[src/source/apu_pkg.sv]
package apu_pkg;

    // register map, byte addresses on the APB bus
    localparam logic [7:0] nr10_addr    = 8'h10;
    localparam logic [7:0] nr11_addr    = 8'h11;
    localparam logic [7:0] nr12_addr    = 8'h12;
    localparam logic [7:0] nr13_addr    = 8'h13;
    localparam logic [7:0] nr14_addr    = 8'h14;

    // read-only status window
    localparam logic [7:0] status_addr  = 8'h15;
    localparam logic [7:0] freq_lo_addr = 8'h16;
    localparam logic [7:0] freq_hi_addr = 8'h17;

    // field widths
    localparam int freq_w   = 11;
    localparam int vol_w    = 4;
    localparam int sample_w = 24;

    // NR11 bits 7:6
    typedef enum logic [1:0] {
        duty_12,
        duty_25,
        duty_50,
        duty_75
    } duty_e;

    // NR12 bit 3
    typedef enum logic {
        env_down,
        env_up
    } env_dir_e;

    // NR10 bit 3
    typedef enum logic {
        sweep_add,
        sweep_sub
    } sweep_dir_e;

endpackage : apu_pkg

[src/source/apu_reg_if.sv]
`timescale 1ns/1ns

interface apu_reg_if;
    import apu_pkg::*;

    // NR10
    logic [2:0]        sweep_period;
    sweep_dir_e        sweep_dir;
    logic [2:0]        sweep_shift;

    // NR11
    duty_e             duty;
    logic [5:0]        length_load;

    // NR12
    logic [vol_w-1:0]  env_init;
    env_dir_e          env_dir;
    logic [2:0]        env_period;

    // NR13 / NR14
    logic [freq_w-1:0] freq;
    logic              length_en;
    logic              trigger;

    modport regs (
        output sweep_period, sweep_dir, sweep_shift,
        output duty, length_load,
        output env_init, env_dir, env_period,
        output freq, length_en, trigger
    );

    modport unit (
        input sweep_period, sweep_dir, sweep_shift,
        input duty, length_load,
        input env_init, env_dir, env_period,
        input freq, length_en, trigger
    );

endinterface : apu_reg_if

[src/source/apu_frame_if.sv]
`timescale 1ns/1ns

interface apu_frame_if;

    // one-cycle pulses from the frame sequencer
    logic length_tick;
    logic sweep_tick;
    logic env_tick;

    // follows the trigger by one cycle
    logic restart;

    modport seq (
        output length_tick,
        output sweep_tick,
        output env_tick,
        output restart
    );

    modport unit (
        input length_tick,
        input sweep_tick,
        input env_tick,
        input restart
    );

endinterface : apu_frame_if

[src/source/apu_apb_regs.sv]
`timescale 1ns/1ns

module apu_apb_regs (
    input  logic                       system_clock,
    input  logic                       rst_n,
    input  logic [7:0]                 paddr,
    input  logic                       psel,
    input  logic                       penable,
    input  logic                       pwrite,
    input  logic [7:0]                 pwdata,
    output logic [7:0]                 prdata,
    output logic                       pready,
    output logic                       pslverr,
    apu_reg_if.regs                    regs,
    input  logic [apu_pkg::freq_w-1:0] shadow_freq,
    input  logic [apu_pkg::vol_w-1:0]  volume,
    input  logic                       channel_on
);
    import apu_pkg::*;

    logic [7:0] nr10;
    logic [7:0] nr11;
    logic [7:0] nr12;
    logic [7:0] nr13;
    logic [7:0] nr14;
    logic       access;
    logic       addr_ok;
    logic       addr_ro;
    logic       wr_ok;

    assign access  = psel && penable;
    assign addr_ok = (paddr >= nr10_addr) && (paddr <= freq_hi_addr);
    assign addr_ro = (paddr >= status_addr) && (paddr <= freq_hi_addr);
    assign wr_ok   = access && pwrite && addr_ok && !addr_ro;

    // zero wait states
    assign pready  = access;
    assign pslverr = access && (!addr_ok || (pwrite && addr_ro));

    always_ff @(posedge system_clock or negedge rst_n) begin
        if (!rst_n) begin
            nr10         <= 8'h00;
            nr11         <= 8'h00;
            nr12         <= 8'h00;
            nr13         <= 8'h00;
            nr14         <= 8'h00;
            regs.trigger <= 1'b0;
        end else begin
            regs.trigger <= wr_ok && (paddr == nr14_addr) && pwdata[7];
            if (wr_ok) begin
                case (paddr)
                    nr10_addr: nr10 <= pwdata;
                    nr11_addr: nr11 <= pwdata;
                    nr12_addr: nr12 <= pwdata;
                    nr13_addr: nr13 <= pwdata;
                    // trigger bit is a strobe, never stored
                    nr14_addr: nr14 <= {1'b0, pwdata[6:0]};
                    default:   ;
                endcase
            end
        end
    end

    always_comb begin
        case (paddr)
            nr10_addr:    prdata = nr10;
            nr11_addr:    prdata = nr11;
            nr12_addr:    prdata = nr12;
            nr13_addr:    prdata = nr13;
            nr14_addr:    prdata = nr14;
            status_addr:  prdata = {channel_on, 3'b000, volume};
            freq_lo_addr: prdata = shadow_freq[7:0];
            freq_hi_addr: prdata = {5'b00000, shadow_freq[freq_w-1:8]};
            default:      prdata = 8'h00;
        endcase
    end

    // field unpacking
    assign regs.sweep_period = nr10[6:4];
    assign regs.sweep_dir    = sweep_dir_e'(nr10[3]);
    assign regs.sweep_shift  = nr10[2:0];
    assign regs.duty         = duty_e'(nr11[7:6]);
    assign regs.length_load  = nr11[5:0];
    assign regs.env_init     = nr12[7:4];
    assign regs.env_dir      = env_dir_e'(nr12[3]);
    assign regs.env_period   = nr12[2:0];
    assign regs.freq         = {nr14[2:0], nr13};
    assign regs.length_en    = nr14[6];

endmodule : apu_apb_regs

[src/source/apu_frame_sequencer.sv]
`timescale 1ns/1ns

module apu_frame_sequencer #(
    parameter int FRAME_DIV = 8192
) (
    input  logic      system_clock,
    input  logic      rst_n,
    apu_reg_if.unit   regs,
    apu_frame_if.seq  frame,
    input  logic      overflow,
    output logic      channel_on
);

    localparam int div_w = (FRAME_DIV > 1) ? $clog2(FRAME_DIV) : 1;

    typedef enum logic {
        ch_off,
        ch_on
    } ch_state_e;

    ch_state_e        state;
    logic [div_w-1:0] div_cnt;
    logic             frame_step;
    logic [2:0]       step;
    logic [6:0]       len_cnt;
    logic             len_dec;

    // 512 Hz equivalent step
    assign frame_step = (div_cnt == div_w'(FRAME_DIV - 1));

    always_ff @(posedge system_clock or negedge rst_n) begin
        if (!rst_n) begin
            div_cnt <= '0;
            step    <= 3'd0;
        end else if (frame_step) begin
            div_cnt <= '0;
            step    <= step + 3'd1;
        end else begin
            div_cnt <= div_cnt + div_w'(1);
        end
    end

    // length on even steps, sweep on 2 and 6, envelope on 7
    always_ff @(posedge system_clock or negedge rst_n) begin
        if (!rst_n) begin
            frame.length_tick <= 1'b0;
            frame.sweep_tick  <= 1'b0;
            frame.env_tick    <= 1'b0;
            frame.restart     <= 1'b0;
        end else begin
            frame.length_tick <= frame_step && !step[0];
            frame.sweep_tick  <= frame_step && (step[1:0] == 2'b10);
            frame.env_tick    <= frame_step && (step == 3'd7);
            frame.restart     <= regs.trigger;
        end
    end

    assign len_dec = frame.length_tick && regs.length_en && (len_cnt != 7'd0);

    always_ff @(posedge system_clock or negedge rst_n) begin
        if (!rst_n) begin
            state   <= ch_off;
            len_cnt <= 7'd0;
        end else if (regs.trigger) begin
            state   <= ch_on;
            len_cnt <= 7'd64 - {1'b0, regs.length_load};
        end else begin
            if (len_dec) begin
                len_cnt <= len_cnt - 7'd1;
            end
            // expiry or sweep overflow kills the channel
            if ((len_dec && (len_cnt == 7'd1)) || overflow) begin
                state <= ch_off;
            end
        end
    end

    assign channel_on = (state == ch_on);

endmodule : apu_frame_sequencer

[src/source/sweep_unit.sv]
`timescale 1ns/1ns

module sweep_unit (
    input  logic                       system_clock,
    input  logic                       rst_n,
    apu_reg_if.unit                    regs,
    apu_frame_if.unit                  frame,
    output logic [apu_pkg::freq_w-1:0] shadow_freq,
    output logic                       overflow
);
    import apu_pkg::*;

    logic [2:0]        timer;
    logic [freq_w-1:0] delta;
    logic [freq_w:0]   next_freq;
    logic              sweep_now;

    assign delta = shadow_freq >> regs.sweep_shift;

    // msb of the add result flags anything above 2047
    always_comb begin
        if (regs.sweep_dir == sweep_sub) begin
            next_freq = {1'b0, shadow_freq - delta};
        end else begin
            next_freq = {1'b0, shadow_freq} + {1'b0, delta};
        end
    end

    assign sweep_now = frame.sweep_tick && (regs.sweep_period != 3'd0)
                       && (timer <= 3'd1);

    always_ff @(posedge system_clock or negedge rst_n) begin
        if (!rst_n) begin
            shadow_freq <= '0;
            timer       <= 3'd0;
            overflow    <= 1'b0;
        end else begin
            overflow <= 1'b0;
            if (frame.restart) begin
                shadow_freq <= regs.freq;
                timer       <= regs.sweep_period;
            end else if (frame.sweep_tick && (regs.sweep_period != 3'd0)) begin
                if (sweep_now) begin
                    timer <= regs.sweep_period;
                    if (regs.sweep_shift != 3'd0) begin
                        if (next_freq[freq_w]) begin
                            overflow <= 1'b1;
                        end else begin
                            shadow_freq <= next_freq[freq_w-1:0];
                        end
                    end
                end else begin
                    timer <= timer - 3'd1;
                end
            end
        end
    end

endmodule : sweep_unit

[src/source/envelope_unit.sv]
`timescale 1ns/1ns

module envelope_unit (
    input  logic                      system_clock,
    input  logic                      rst_n,
    apu_reg_if.unit                   regs,
    apu_frame_if.unit                 frame,
    output logic [apu_pkg::vol_w-1:0] volume
);
    import apu_pkg::*;

    logic [2:0] timer;
    logic       step_now;
    logic       at_limit;

    assign step_now = frame.env_tick && (regs.env_period != 3'd0) && (timer <= 3'd1);

    // saturate at 15 going up, 0 going down
    assign at_limit = (regs.env_dir == env_up) ? (volume == {vol_w{1'b1}})
                                               : (volume == '0);

    always_ff @(posedge system_clock or negedge rst_n) begin
        if (!rst_n) begin
            volume <= '0;
            timer  <= 3'd0;
        end else if (frame.restart) begin
            volume <= regs.env_init;
            timer  <= regs.env_period;
        end else if (frame.env_tick && (regs.env_period != 3'd0)) begin
            if (step_now) begin
                timer <= regs.env_period;
                if (!at_limit) begin
                    if (regs.env_dir == env_up) begin
                        volume <= volume + vol_w'(1);
                    end else begin
                        volume <= volume - vol_w'(1);
                    end
                end
            end else begin
                timer <= timer - 3'd1;
            end
        end
    end

endmodule : envelope_unit

[src/source/square_duty_gen.sv]
`timescale 1ns/1ns

module square_duty_gen (
    input  logic                                system_clock,
    input  logic                                rst_n,
    apu_reg_if.unit                             regs,
    input  logic [apu_pkg::freq_w-1:0]          shadow_freq,
    input  logic [apu_pkg::vol_w-1:0]           volume,
    input  logic                                channel_on,
    output logic signed [apu_pkg::sample_w-1:0] output_wave
);
    import apu_pkg::*;

    localparam int timer_w = freq_w + 3;

    logic [freq_w:0]             period;
    logic [timer_w-1:0]          reload;
    logic [timer_w-1:0]          timer;
    logic                        expired;
    logic [2:0]                  pos;
    logic [7:0]                  pattern;
    logic signed [sample_w-1:0]  mag;

    // (2048 - f) * 4 system clocks per eighth step
    assign period  = {1'b1, {freq_w{1'b0}}} - {1'b0, shadow_freq};
    assign reload  = {period, 2'b00};
    assign expired = (timer <= timer_w'(1));

    always_ff @(posedge system_clock or negedge rst_n) begin
        if (!rst_n) begin
            timer <= '0;
            pos   <= 3'd0;
        end else if (regs.trigger) begin
            timer <= reload;
            pos   <= 3'd0;
        end else if (expired) begin
            timer <= reload;
            pos   <= pos + 3'd1;
        end else begin
            timer <= timer - timer_w'(1);
        end
    end

    always_comb begin
        case (regs.duty)
            duty_12: pattern = 8'b0000_0001;
            duty_25: pattern = 8'b0000_0011;
            duty_50: pattern = 8'b0000_1111;
            default: pattern = 8'b0011_1111;
        endcase
    end

    assign mag = sample_w'(volume) << 16;

    always_ff @(posedge system_clock or negedge rst_n) begin
        if (!rst_n) begin
            output_wave <= '0;
        end else if (!channel_on) begin
            output_wave <= '0;
        end else begin
            output_wave <= pattern[pos] ? mag : -mag;
        end
    end

endmodule : square_duty_gen

[src/source/apu_square1.sv]
`timescale 1ns/1ns

module apu_square1 #(
    parameter int FRAME_DIV = 8192
) (
    input  logic                                system_clock,
    input  logic                                rst_n,
    input  logic [7:0]                          paddr,
    input  logic                                psel,
    input  logic                                penable,
    input  logic                                pwrite,
    input  logic [7:0]                          pwdata,
    output logic [7:0]                          prdata,
    output logic                                pready,
    output logic                                pslverr,
    output logic signed [apu_pkg::sample_w-1:0] output_wave
);
    import apu_pkg::*;

    logic [freq_w-1:0] shadow_freq;
    logic [vol_w-1:0]  volume;
    logic              overflow;
    logic              channel_on;

    apu_reg_if   reg_bus ();
    apu_frame_if frame_bus ();

    apu_apb_regs u_regs (
        .system_clock(system_clock),
        .rst_n(rst_n),
        .paddr(paddr),
        .psel(psel),
        .penable(penable),
        .pwrite(pwrite),
        .pwdata(pwdata),
        .prdata(prdata),
        .pready(pready),
        .pslverr(pslverr),
        .regs(reg_bus.regs),
        .shadow_freq(shadow_freq),
        .volume(volume),
        .channel_on(channel_on)
    );

    apu_frame_sequencer #(.FRAME_DIV(FRAME_DIV)) u_seq (
        .system_clock(system_clock),
        .rst_n(rst_n),
        .regs(reg_bus.unit),
        .frame(frame_bus.seq),
        .overflow(overflow),
        .channel_on(channel_on)
    );

    sweep_unit u_sweep (
        .system_clock(system_clock),
        .rst_n(rst_n),
        .regs(reg_bus.unit),
        .frame(frame_bus.unit),
        .shadow_freq(shadow_freq),
        .overflow(overflow)
    );

    envelope_unit u_env (
        .system_clock(system_clock),
        .rst_n(rst_n),
        .regs(reg_bus.unit),
        .frame(frame_bus.unit),
        .volume(volume)
    );

    square_duty_gen u_duty (
        .system_clock(system_clock),
        .rst_n(rst_n),
        .regs(reg_bus.unit),
        .shadow_freq(shadow_freq),
        .volume(volume),
        .channel_on(channel_on),
        .output_wave(output_wave)
    );

endmodule : apu_square1

[config.mk]
export PLATFORM = sky130hd
export DESIGN_NAME = apu_square1
export DESIGN_NICKNAME = d
export VERILOG_FILES = /design/src/source/apu_pkg.sv /design/src/source/apu_reg_if.sv /design/src/source/apu_frame_if.sv /design/src/source/apu_apb_regs.sv /design/src/source/apu_frame_sequencer.sv /design/src/source/sweep_unit.sv /design/src/source/envelope_unit.sv /design/src/source/square_duty_gen.sv /design/src/source/apu_square1.sv
export SDC_FILE = /design/constraint.sdc
export NUM_CORES = 1
export LEC_CHECK = 0
export BUFFER_PORTS_ARGS = -buffer_cell sky130_fd_sc_hd__buf_2
export CAP_MARGIN = 20
export CORE_MARGIN = 5
export CORE_UTILIZATION = 45
export CTS_CLUSTER_SIZE = 24
export DETAILED_ROUTE_END_ITERATION = 6
export PLACE_DENSITY = 0.66
export SYNTH_ARGS = -nofsm -noshare
export SYNTH_HDL_FRONTEND = slang
export SYNTH_SLANG_ARGS = --single-unit
[constraint.sdc]
create_clock -name system_clock -period 9.1 [get_ports system_clock]
set_clock_uncertainty 0.1 [all_clocks]
set_input_delay 2.275 -clock system_clock [delete_from_list [all_inputs] [get_ports system_clock]]
set_output_delay 2.275 -clock system_clock [all_outputs]
set_load 0.005 [all_outputs]
==> results.yml, run 1 <==
worst_hold_path:
  min-delay-start: "u_seq.div_cnt[10]$_DFF_PN0_"
  hp-class: "reg -> reg"
floorplanning:
  initial_utilization: 0.455
  io_pins: 55
  fp.dieH_microns: 139
  core_region_area_sq_um: 16400
  die_x_microns: 139
  rows: 47
  fp.dieArea_sq_um: 19300
power_and_ir_drop:
  ir_drop_v: 0.000130
  p_leak_nw: 3.97
  power.density_nw_per_um2: 149
global_routing:
  grt_max_degree: 61
  overflow: 0
  grt_pass1_wl_mm: 29.0
  grt_pass1_vias: 5636
  grt_usage: 0.185
  antenna_found_initial: 1
routing:
  avgRoutedWirePerCell_microns: 16.6
  firstDrtPassIters: 5
  drc: 0
  vias: 5707
  drt-vias-per-instance: 5.47
  dr.first_iter.drc_count: 350
  ant_nets: 0
  routed_wirelength_mm: 17.4
cells_and_area:
  drive_gt1_frac: 0.163
  finalNetCount: 880
  final_cells: 1044
  layout_commonest_cell: "dfrtp_1"
  antennaDiodeCount: 0
  synthToLayoutAreaGrowth_pct: 11.6
  final_cell_mix: "114 x dfrtp_1, 77 x nand2_1, 57 x o21ai_0"
clock_tree:
  clock_path_buffers: 2
  cts_resized: 0
  cts_root_buffer: "clkbuf_16"
  cts_tree: "yes"
  cts_buffers: 17
  cts.htree.levels: 4
  clkTransAtPathRegs_ns: 0.05
  cts_hold_buf: 0
  cts_sinks: 114
  cts_setup_buffers: 0
  clock_latency_ns: 0.41
setup_path:
  rr_endpoint: "u_sweep.shadow_freq[8]$_DFFE_PN0P_"
  path_class: "in -> out"
  critPathCapture: "prdata[1]"
  cp_data_arrival_time_ns: 4.29
  crit_path_start: "paddr[5]"
  reg2reg_from: "u_regs.nr10[1]$_DFFE_PN0P_"
  cp-start-kind: "primary input"
  reg2reg_depth: 13
  timing.reg2reg.setup_slack_ns: 4.89
  path_max_fanout: 12
  cp-end-kind: "primary output"
  cp.required_ns: 6.73
sta:
  maxSlewViolCount: 0
  setup_viol: 0
  tightest_slew_ns: 0.776
  period_share: 0.732
  hold_violations: 0
  max_slew_margin: 0.483
  max_freq_mhz: 150
  rsz0062_at_grt: "no"
  finalCriticalPeriod_ns: 6.66
  setup_tns_ns: 0
yosys:
  avgSynthCellArea_sq_um: 9.50
  synth_edf_count: 0
  synth_seq_cells: 114
  yosys-top-cells-area: "dfrtp_1 38%, ha_1 7.4%, mux2_2 6.0%"
  yosysTopAreaCellShare: 0.382
  synth_area_sq_um: 7470
  yosysSeqAreaShare: 0.382
  synthDistinctLibCells: 63
  yosys_warnings: 0
  synth-async-reset-ratio: 1.00
  synth_area_leader_cell: "dfrtp_1"
  synthCells: 786
  synthFlopType: "dfrtp_1"
placed_design:
  dpl.cell_count: 1011
  dp_hpwl_mm: 12.6
  port_buffers: 38
  gp_congestion: 0.881
status:
  status: "completed"
job:
  maxCapViolations: 0
[cell type report]
cell class,count,area (sq um)
Clock buffer,22,474
Clock inverter,9,106
Fill cell,1496,8080
Inverter,40,150
Multi-Input combinational cell,596,4240
Sequential cell,114,2850
Tap cell,220,275
Timing Repair Buffer,43,234
[critical path: stages]
cell	delay [ns]
buf_2	0.10
nor3_1	0.23
nand3b_1	0.52
nor4b_2	0.64
a22oi_1	0.16
o21ai_0	0.17
buf_2	0.18
[cell usage after synthesis, types with 4 or more instances]
| cell type | n |
|---|---|
| dfrtp_1 | 114 |
| clkbuf_1 | 22 |
| o21ai_0 | 57 |
| o31ai_1 | 6 |
| mux2_2 | 40 |
| nor2b_1 | 16 |
| mux4_2 | 7 |
| a221oi_1 | 6 |
| buf_2 | 6 |
| nor2_1 | 54 |
| nor3b_1 | 4 |
| ha_1 | 44 |
| mux2i_1 | 24 |
| nand2b_1 | 7 |
| o211ai_1 | 5 |
| a31oi_1 | 8 |
| a21oi_1 | 45 |
| a211oi_1 | 7 |
| or3_1 | 9 |
| nand3_1 | 11 |
| a22oi_1 | 7 |
| buf_4 | 18 |
| and3_1 | 6 |
| xor2_1 | 24 |
| xnor2_1 | 31 |
| and2_1 | 6 |
| nand3b_1 | 5 |
| a221o_1 | 4 |
| nand2_1 | 77 |
| nor3_1 | 23 |
| nand4_1 | 4 |
| inv_1 | 39 |
[per-layer routing]
metal / up-vias / part of all wire / track usage
li1: 2788 / - / -
met1: 2757 / 0.47 / 0.264
met2: 140 / 0.46 / 0.282
met3: 20 / 0.059 / 0.0452
met4: 2 / 0.013 / 0.0520
met5: - / 0.0012 / 0
[registers in the layout, summed over array words and instances (netlist names), 7 cells and up]
register	count
u_regs.nr10	8
u_seq.len_cnt	7
u_regs.nr12	8
u_regs.nr13	8
u_regs.nr11	8
u_duty.output_wave	7
u_seq.div_cnt	13
u_duty.timer	14
u_regs.nr14	7
u_sweep.shadow_freq	11
[through the flow]
stage                     utilization  worst slack, ns  area [sq um]  hold WS (ns)  power (W)
final                           0.508             2.44          8330         0.363    0.00124
after global routing            0.508             2.27          8330         0.385    0.00129
after CTS                       0.507             2.47          8310         0.371    0.00125
after detailed placement        0.471             2.47          7730         0.359   0.000605
after global placement          0.471             2.50          7730         0.354   0.000604
after floorplan                     -             3.38          7520         0.252   0.000586
[kinds of logic after synthesis]
family                     after synthesis  synth area share
and+or+nand+nor                        241             0.164
AOI/OAI and AO/OA                      166             0.135
DFF                                    114             0.382
buffers and inverters                   91            0.0588
muxes                                   71             0.114
xor gates and xnor gates                55            0.0645
adders and majority gates               47            0.0818
other                                    1          0.000502
[worst min path at each step]
| stage | endpoint | slack (ns) | cells after the start |
|---|---|---|---|
| final | u_seq.div_cnt[10]$_DFF_PN0_ | 0.36 | 1 |
| after global routing | u_seq.div_cnt[10]$_DFF_PN0_ | 0.38 | 1 |
| after CTS | u_seq.div_cnt[10]$_DFF_PN0_ | 0.37 | 1 |
| after detailed placement | u_seq.div_cnt[10]$_DFF_PN0_ | 0.36 | 1 |
| after global placement | u_seq.frame.length_tick$_DFF_PN0_ | 0.35 | 1 |
| after floorplan | u_seq.frame.restart$_DFF_PN0_ | 0.25 | 0 |
[report_power, final]
part,switching (W),internal (W)
Sequential,0.00000785,0.000517
Clock,0.000224,0.000421
Combinational,0.0000416,0.0000299
No activity file was read; power rests on OpenSTA's default activity.
==> run 2: changes to the inputs <==
--- a/config.mk
+++ b/config.mk
@@ -11,7 +11,7 @@
 export CORE_UTILIZATION = 45
 export CTS_CLUSTER_SIZE = 24
 export DETAILED_ROUTE_END_ITERATION = 6
-export PLACE_DENSITY = 0.66
+export PLACE_DENSITY = 0.69
 export SYNTH_ARGS = -nofsm -noshare
 export SYNTH_HDL_FRONTEND = slang
 export SYNTH_SLANG_ARGS = --single-unit
==> constraint.sdc (replaced) <==
create_clock -name system_clock -period 6 [get_ports system_clock]
set_clock_uncertainty 0.1 [all_clocks]
set_input_delay 1.5 -clock system_clock [delete_from_list [all_inputs] [get_ports system_clock]]
set_output_delay 1.5 -clock system_clock [all_outputs]
set_load 0.005 [all_outputs]
==> run 2 against run 1 <==
Compared with the run above: register-to-register slack got worse by 2.9 ns; largest cell class unchanged; flip-flop and latch count unchanged; sequential power increased by 52%; cell count about the same; critical path type unchanged; clock-buffer cell count decreased by 3; sequential share of layout area decreased by 0.29 points; critical endpoint is now prdata[4].
==> results.yml, run 2 (same netlist as run 1, synthesis figures left out) <==
setup_path:
  path_cells: "buf_2, nor2b_1, a22oi_1, a211oi_1, a221o_1, buf_2"
  cp_data_arrival_time_ns: 3.37
  max_stage_delay_ns: 0.64
  path_class: "in -> out"
  path_depth: 6
  cp-start-kind: "primary input"
  cpMaxStageDelayCell: "nor2b_1"
  reg2reg_depth: 11
  path_max_fanout: 19
  cp_common_cell: "buf_2"
  timing.reg2reg.setup_slack_ns: 1.97
  cp-end-kind: "primary output"
  reg2reg_from: "u_regs.nr10[1]$_DFFE_PN0P_"
  cp_top_family: "compound AO/OA/AOI/OAI gates"
  cp.required_ns: 4.40
  rr_endpoint: "u_sweep.shadow_freq[8]$_DFFE_PN0P_"
  path_buf_inv: 2
sta:
  max_slew_margin: 0.419
  holdWs_ns: 0.375
  finalCriticalPeriod_ns: 4.97
  tightest_slew_ns: 0.872
  period_share: 0.829
  hold_violations: 0
  setup_tns_ns: 0
  maxSlewViolCount: 0
  rsz0062_at_grt: "no"
  setup_viol: 0
  max_freq_mhz: 201
placed_design:
  dp_hpwl_mm: 12.7
  gp_congestion: 0.895
  port_buffers: 38
  dpl.cell_count: 1011
global_routing:
  overflow: 0
  grt_usage: 0.189
  grt_pass1_wl_mm: 29.7
  grt_pass1_vias: 5774
  grt_max_degree: 71
  antenna_found_initial: 2
cells_and_area:
  final_cells: 1045
  drive_gt1_frac: 0.165
  largest_register: "u_duty.timer"
  finalNetCount: 880
  reg_top3: "u_duty.timer: 14 flops, u_seq.div_cnt: 13 flops, u_sweep.shadow_freq: 11 flops"
  final_cell_mix: "114 x dfrtp_1, 77 x nand2_1, 57 x o21ai_0"
  fill_cells: 1479
  synthToLayoutAreaGrowth_pct: 12.5
  layout_commonest_cell: "dfrtp_1"
  antennaDiodeCount: 0
  largest_register_ffs: 14
routing:
  firstDrtPassIters: 5
  ant_nets: 0
  dr.first_iter.drc_count: 364
  drt-vias-per-instance: 5.55
  drc: 0
  vias: 5797
  routed_wirelength_mm: 17.9
  avgRoutedWirePerCell_microns: 17.1
clock_tree:
  cts_setup_buffers: 0
  clock_latency_ns: 0.42
  cts_buffers: 17
  cts_tree: "yes"
  clkTransAtPathRegs_ns: 0.05
  clock_path_buffers: 2
  cts.htree.levels: 4
  cts_hold_buf: 0
  cts_resized: 0
  cts_sinks: 114
  cts_root_buffer: "clkbuf_16"
worst_hold_path:
  hold_path_depth: 1
  min_to: "u_seq.div_cnt[10]$_DFF_PN0_"
  hp-class: "reg -> reg"
  min-delay-start: "u_seq.div_cnt[10]$_DFF_PN0_"
power_and_ir_drop:
  power.density_nw_per_um2: 240
  ir_drop_v: 0.000262
  p_leak_nw: 4.00
  power_w: 0.00202
floorplanning:
  core_region_area_sq_um: 16400
  die_x_microns: 139
  fp.dieH_microns: 139
  rows: 47
  io_pins: 55
  initial_utilization: 0.455
  fp.dieArea_sq_um: 19300
status:
  status: "completed"
job:
  maxCapViolations: 0
run 2: changes by cell type in the layout (fill, tap and decap cells not counted):
cell	change
clkbuf_1	-1
clkinv_4	+2
clkinv_2	-1
bufinv_16	+3
clkbuf_8	-2
run 2: per-layer routing:
layer	wire [microns]	track usage
met4	418	0.0628
met5	14	0
met2	8220	0.293
met1	8150	0.257
met3	1070	0.0545
run 2: how the worst max path moves through the flow:
| stage | endpoint | start | slack (ns) |
|---|---|---|---|
| 2_1_floorplan | prdata[4] | paddr[5] | 1.83 |
| 3_5_place_dp | prdata[1] | paddr[5] | 1.09 |
| 5_1_grt | prdata[5] | paddr[0] | 0.88 |
| 3_3_place_gp | prdata[1] | paddr[5] | 1.14 |
| 4_1_cts | prdata[4] | paddr[0] | 1.06 |
| 6_report | prdata[4] | paddr[0] | 1.03 |
run 2: power by group:
| group | switching, W | internal [W] | total (W) | leakage (nW) |
|---|---|---|---|---|
| Clock | 0.000366 | 0.000747 | 0.00111 | 0.309 |
| Sequential | 0.0000121 | 0.000784 | 0.000796 | 1.53 |
| Combinational | 0.0000624 | 0.0000454 | 0.000108 | 2.16 |
| Total | 0.000441 | 0.00158 | 0.00202 | 4.00 |
run 2: worst reg2reg max path, stage by stage (launching register included):
cell and delay (ns):
dfrtp_1 0.80, mux4_2 0.59, mux2_2 0.29, ha_1 0.21, fa_1 0.39, nor2b_1 0.15
o21ai_0 0.37, a21oi_1 0.14, o311ai_0 0.36, xnor2_1 0.25, mux2i_1 0.13, o21ai_0 0.15
run 2: metrics by stage:
stage,worst slack (ns),cell area (sq um),utilization
floorplan,1.83,7520,-
global placement,1.14,7730,0.471
detailed placement,1.09,7730,0.471
CTS,1.06,8380,0.511
global route,0.882,8400,0.512
finish,1.03,8400,0.512
run 2: area by class of cell:
type	count	area, sq um	area share
timing repair buffer	43	234	0.0278
sequential	114	2850	0.339
inverter	40	150	0.0179
clock inverter	13	209	0.0249
clock buffer	19	443	0.0527
multi-input combinational	596	4240	0.504
tap	220	275	0.0328
==> run 3: changes to the inputs <==
--- a/config.mk
+++ b/config.mk
@@ -5,6 +5,7 @@
 export SDC_FILE = /design/constraint.sdc
 export NUM_CORES = 1
 export LEC_CHECK = 0
+export ABC_AREA = 1
 export BUFFER_PORTS_ARGS = -buffer_cell sky130_fd_sc_hd__buf_2
 export CAP_MARGIN = 20
 export CORE_MARGIN = 5
==> constraint.sdc (replaced) <==
create_clock -name system_clock -period 4.2 [get_ports system_clock]
set_clock_uncertainty 0.1 [all_clocks]
set_input_delay 1.05 -clock system_clock [delete_from_list [all_inputs] [get_ports system_clock]]
set_output_delay 1.05 -clock system_clock [all_outputs]
set_load 0.005 [all_outputs]
==> run 3 against run 2 <==
Compared with the run above: the flow now finishes with violations (DRC); sequential power is 38% higher; via count rose by 22%; setup slack worse by 0.47 ns; core utilization is 0.12 points lower; clock power increased by 35%; total power grew 33%; critical path depth grew 7; die area is 5.3% higher; register-to-register slack got worse by 1.1 ns; cell count rose by 28%; clock-buffer cell count is 2 higher; largest power group unchanged.
==> results.yml, run 3 <==
status:
  status: "finished with violations"
  violations: "DRC"
clock_tree:
  cts_buffers: 17
  cts_root_buffer: "clkbuf_16"
  cts_resized: 0
  cts_hold_buf: 0
  clkTransAtPathRegs_ns: 0.05
  cts_setup_buffers: 0
  cts.htree.levels: 4
  cts_tree: "yes"
  clock_latency_ns: 0.42
  clock_path_buffers: 2
  cts_sinks: 114
placed_design:
  gp_congestion: 0.966
  dpl.cell_count: 1304
  dp_hpwl_mm: 16.0
  placed_cell_area_sq_um: 8200
  port_buffers: 38
setup_path:
  cp.required_ns: 3.05
  rr_endpoint: "u_sweep.shadow_freq[4]$_DFFE_PN0P_"
  cpMaxStageDelayCell: "nor2_8"
  cp-start-kind: "primary input"
  cp-end-kind: "primary output"
  cp_top_family: "simple AND/OR/NAND/NOR gates"
  path_depth: 13
  path_class: "in -> out"
  timing.reg2reg.setup_slack_ns: 0.88
  cp_common_cell: "nand2_1"
  reg2reg_from: "u_regs.nr10[0]$_DFFE_PN0P_"
  path_max_fanout: 8
  path_buf_inv: 3
  reg2reg_depth: 13
  max_stage_delay_ns: 0.17
  crit_path_start: "paddr[5]"
  path_cells: "buf_2, nor2_2, nand2_2, nor2_4, nand2_1, nor2_2, inv_1, nor2_8, nand2_1, o21ai_0, nor2_1, nand2_1, buf_2"
  cp_data_arrival_time_ns: 2.49
worst_hold_path:
  hold_path_depth: 1
  min_to: "u_seq.channel_on$_DFFE_PN0P_"
  min-delay-start: "u_sweep.overflow$_DFF_PN0_"
  hp-class: "reg -> reg"
routing:
  firstDrtPassIters: 7
  avgRoutedWirePerCell_microns: 15.5
  routed_wirelength_mm: 20.8
  drt-vias-per-instance: 5.30
  ant_nets: 0
  drc: 4
  vias: 7079
  dr.first_iter.drc_count: 536
sta:
  holdWs_ns: 0.350
  tightest_slew_ns: 0.818
  maxSlewViolCount: 0
  finalCriticalPeriod_ns: 3.64
  setup_tns_ns: 0
  period_share: 0.867
  rsz0062_at_grt: "no"
  max_slew_margin: 0.454
  setup_viol: 0
  max_freq_mhz: 274
  hold_violations: 0
global_routing:
  grt_usage: 0.211
  grt_pass1_wl_mm: 33.8
  grt_pass1_vias: 6638
  overflow: 0
  grt_max_degree: 65
  antenna_found_initial: 0
cells_and_area:
  layout_commonest_cell: "nand2_1"
  final_area_sq_um: 8810
  antennaDiodeCount: 0
  finalNetCount: 1166
  drive_gt1_frac: 0.106
  largest_register: "u_duty.timer"
  final_cells: 1335
  final_cell_mix: "248 x nand2_1, 149 x inv_1, 114 x dfrtp_1"
  synthToLayoutAreaGrowth_pct: 11.6
  reg_top3: "u_duty.timer: 14 flops, u_seq.div_cnt: 13 flops, u_sweep.shadow_freq: 11 flops"
  largest_register_ffs: 14
floorplanning:
  core_region_area_sq_um: 17200
  fp.dieArea_sq_um: 20300
  fp.dieH_microns: 142
  rows: 48
  initial_utilization: 0.458
  io_pins: 55
  die_x_microns: 142
yosys:
  synthFlopType: "dfrtp_1"
  avgSynthCellArea_sq_um: 7.44
  yosys-top-cells-area: "dfrtp_1 36%, nand2_1 12%, inv_1 7.1%"
  synthCells: 1061
  yosys_warnings: 0
  yosysTopAreaCellShare: 0.362
  synth_area_leader_cell: "dfrtp_1"
  yosysMostFrequentCell: "nand2_1"
  yosysSeqAreaShare: 0.362
  synthDistinctLibCells: 53
  ys_top_cells_by_count: "248 x nand2_1, 149 x inv_1, 114 x dfrtp_1"
  synth_edf_count: 0
  synth_seq_cells: 114
  synth_area_sq_um: 7890
  synth-async-reset-ratio: 1.00
power_and_ir_drop:
  ir_drop_v: 0.000319
  p_leak_nw: 4.65
  power.density_nw_per_um2: 304
job:
  maxCapViolations: 0
run 3: cell count changes after synthesis, sizes merged, moves of 40 or more:
cell,before,now
o21ai,58,131
nor2,55,100
inv,39,156
nand2,79,257
nand3,13,58
mux2,40,0
run 3: layer usage:
| metal | track usage | vias to the layer above | wire length (microns) |
|---|---|---|---|
| met2 | 0.338 | 225 | 9500 |
| li1 | - | 3509 | - |
| met5 | 0 | - | 0 |
| met1 | 0.279 | 3290 | 9230 |
| met3 | 0.0501 | 55 | 1290 |
| met4 | 0.0815 | 0 | 728 |
run 3: worst reg2reg max path, cell delays in order, from the launching register on:
cell,delay (ns)
dfrtp_1,0.78
o21ai_0,0.26
o21ai_0,0.25
inv_1,0.05
o21ai_0,0.24
inv_1,0.16
fa_1,0.47
nand2_1,0.09
nand3_1,0.08
o21ai_0,0.21
xor2_1,0.23
nand2_1,0.10
o211ai_2,0.09
nand2_1,0.07
run 3: kinds of logic (layout without fill, tap and decap cells):
kind of cell,Yosys count,count (layout),share of synthesized area
DFF,114,114,0.362
buffers and inverters,195,229,0.108
adders and majority gates,47,47,0.0774
other,1,16,0.000475
xor gates and xnor gates,30,30,0.0333
AOI/OAI and AO/OA,216,216,0.161
muxes,2,2,0.00254
and+or+nand+nor,456,456,0.256
run 3: area by class of cell:
| cell class | count | area, sq um |
|---|---|---|
| fillers | 1675 | 8430 |
| clock inverters | 10 | 159 |
| multi-input cells | 767 | 4240 |
| repair buffers | 41 | 228 |
| well taps | 225 | 282 |
| clock buffers | 21 | 450 |
| flip-flops and latches | 114 | 2850 |
| inverters | 157 | 592 |
run 3: power breakdown:
part / total, W / switching, W / leakage [nW] / internal, W
Clock: 0.00150 / 0.000504 / 0.293 / 0.00100
Sequential: 0.00110 / 0.000000825 / 1.53 / 0.00110
Combinational: 0.0000697 / 0.0000546 / 2.82 / 0.0000151
Total: 0.00268 / 0.000559 / 4.65 / 0.00212
run 3: per-stage QoR:
step / util / total power [W] / setup slack (ns)
after detailed placement: 0.476 / 0.00119 / 0.549
after CTS: 0.511 / 0.00270 / 0.550
after global placement: 0.476 / 0.00119 / 0.563
after global routing: 0.511 / 0.00275 / 0.371
after floorplan: - / 0.00116 / 1.03
final: 0.511 / 0.00268 / 0.557
run 3: worst max path at each step:
stage	slack, ns	endpoint
final	0.56	prdata[1]
after global routing	0.37	prdata[5]
after CTS	0.55	prdata[7]
after detailed placement	0.55	prdata[7]
after global placement	0.56	prdata[7]
after floorplan	1.03	prdata[5]
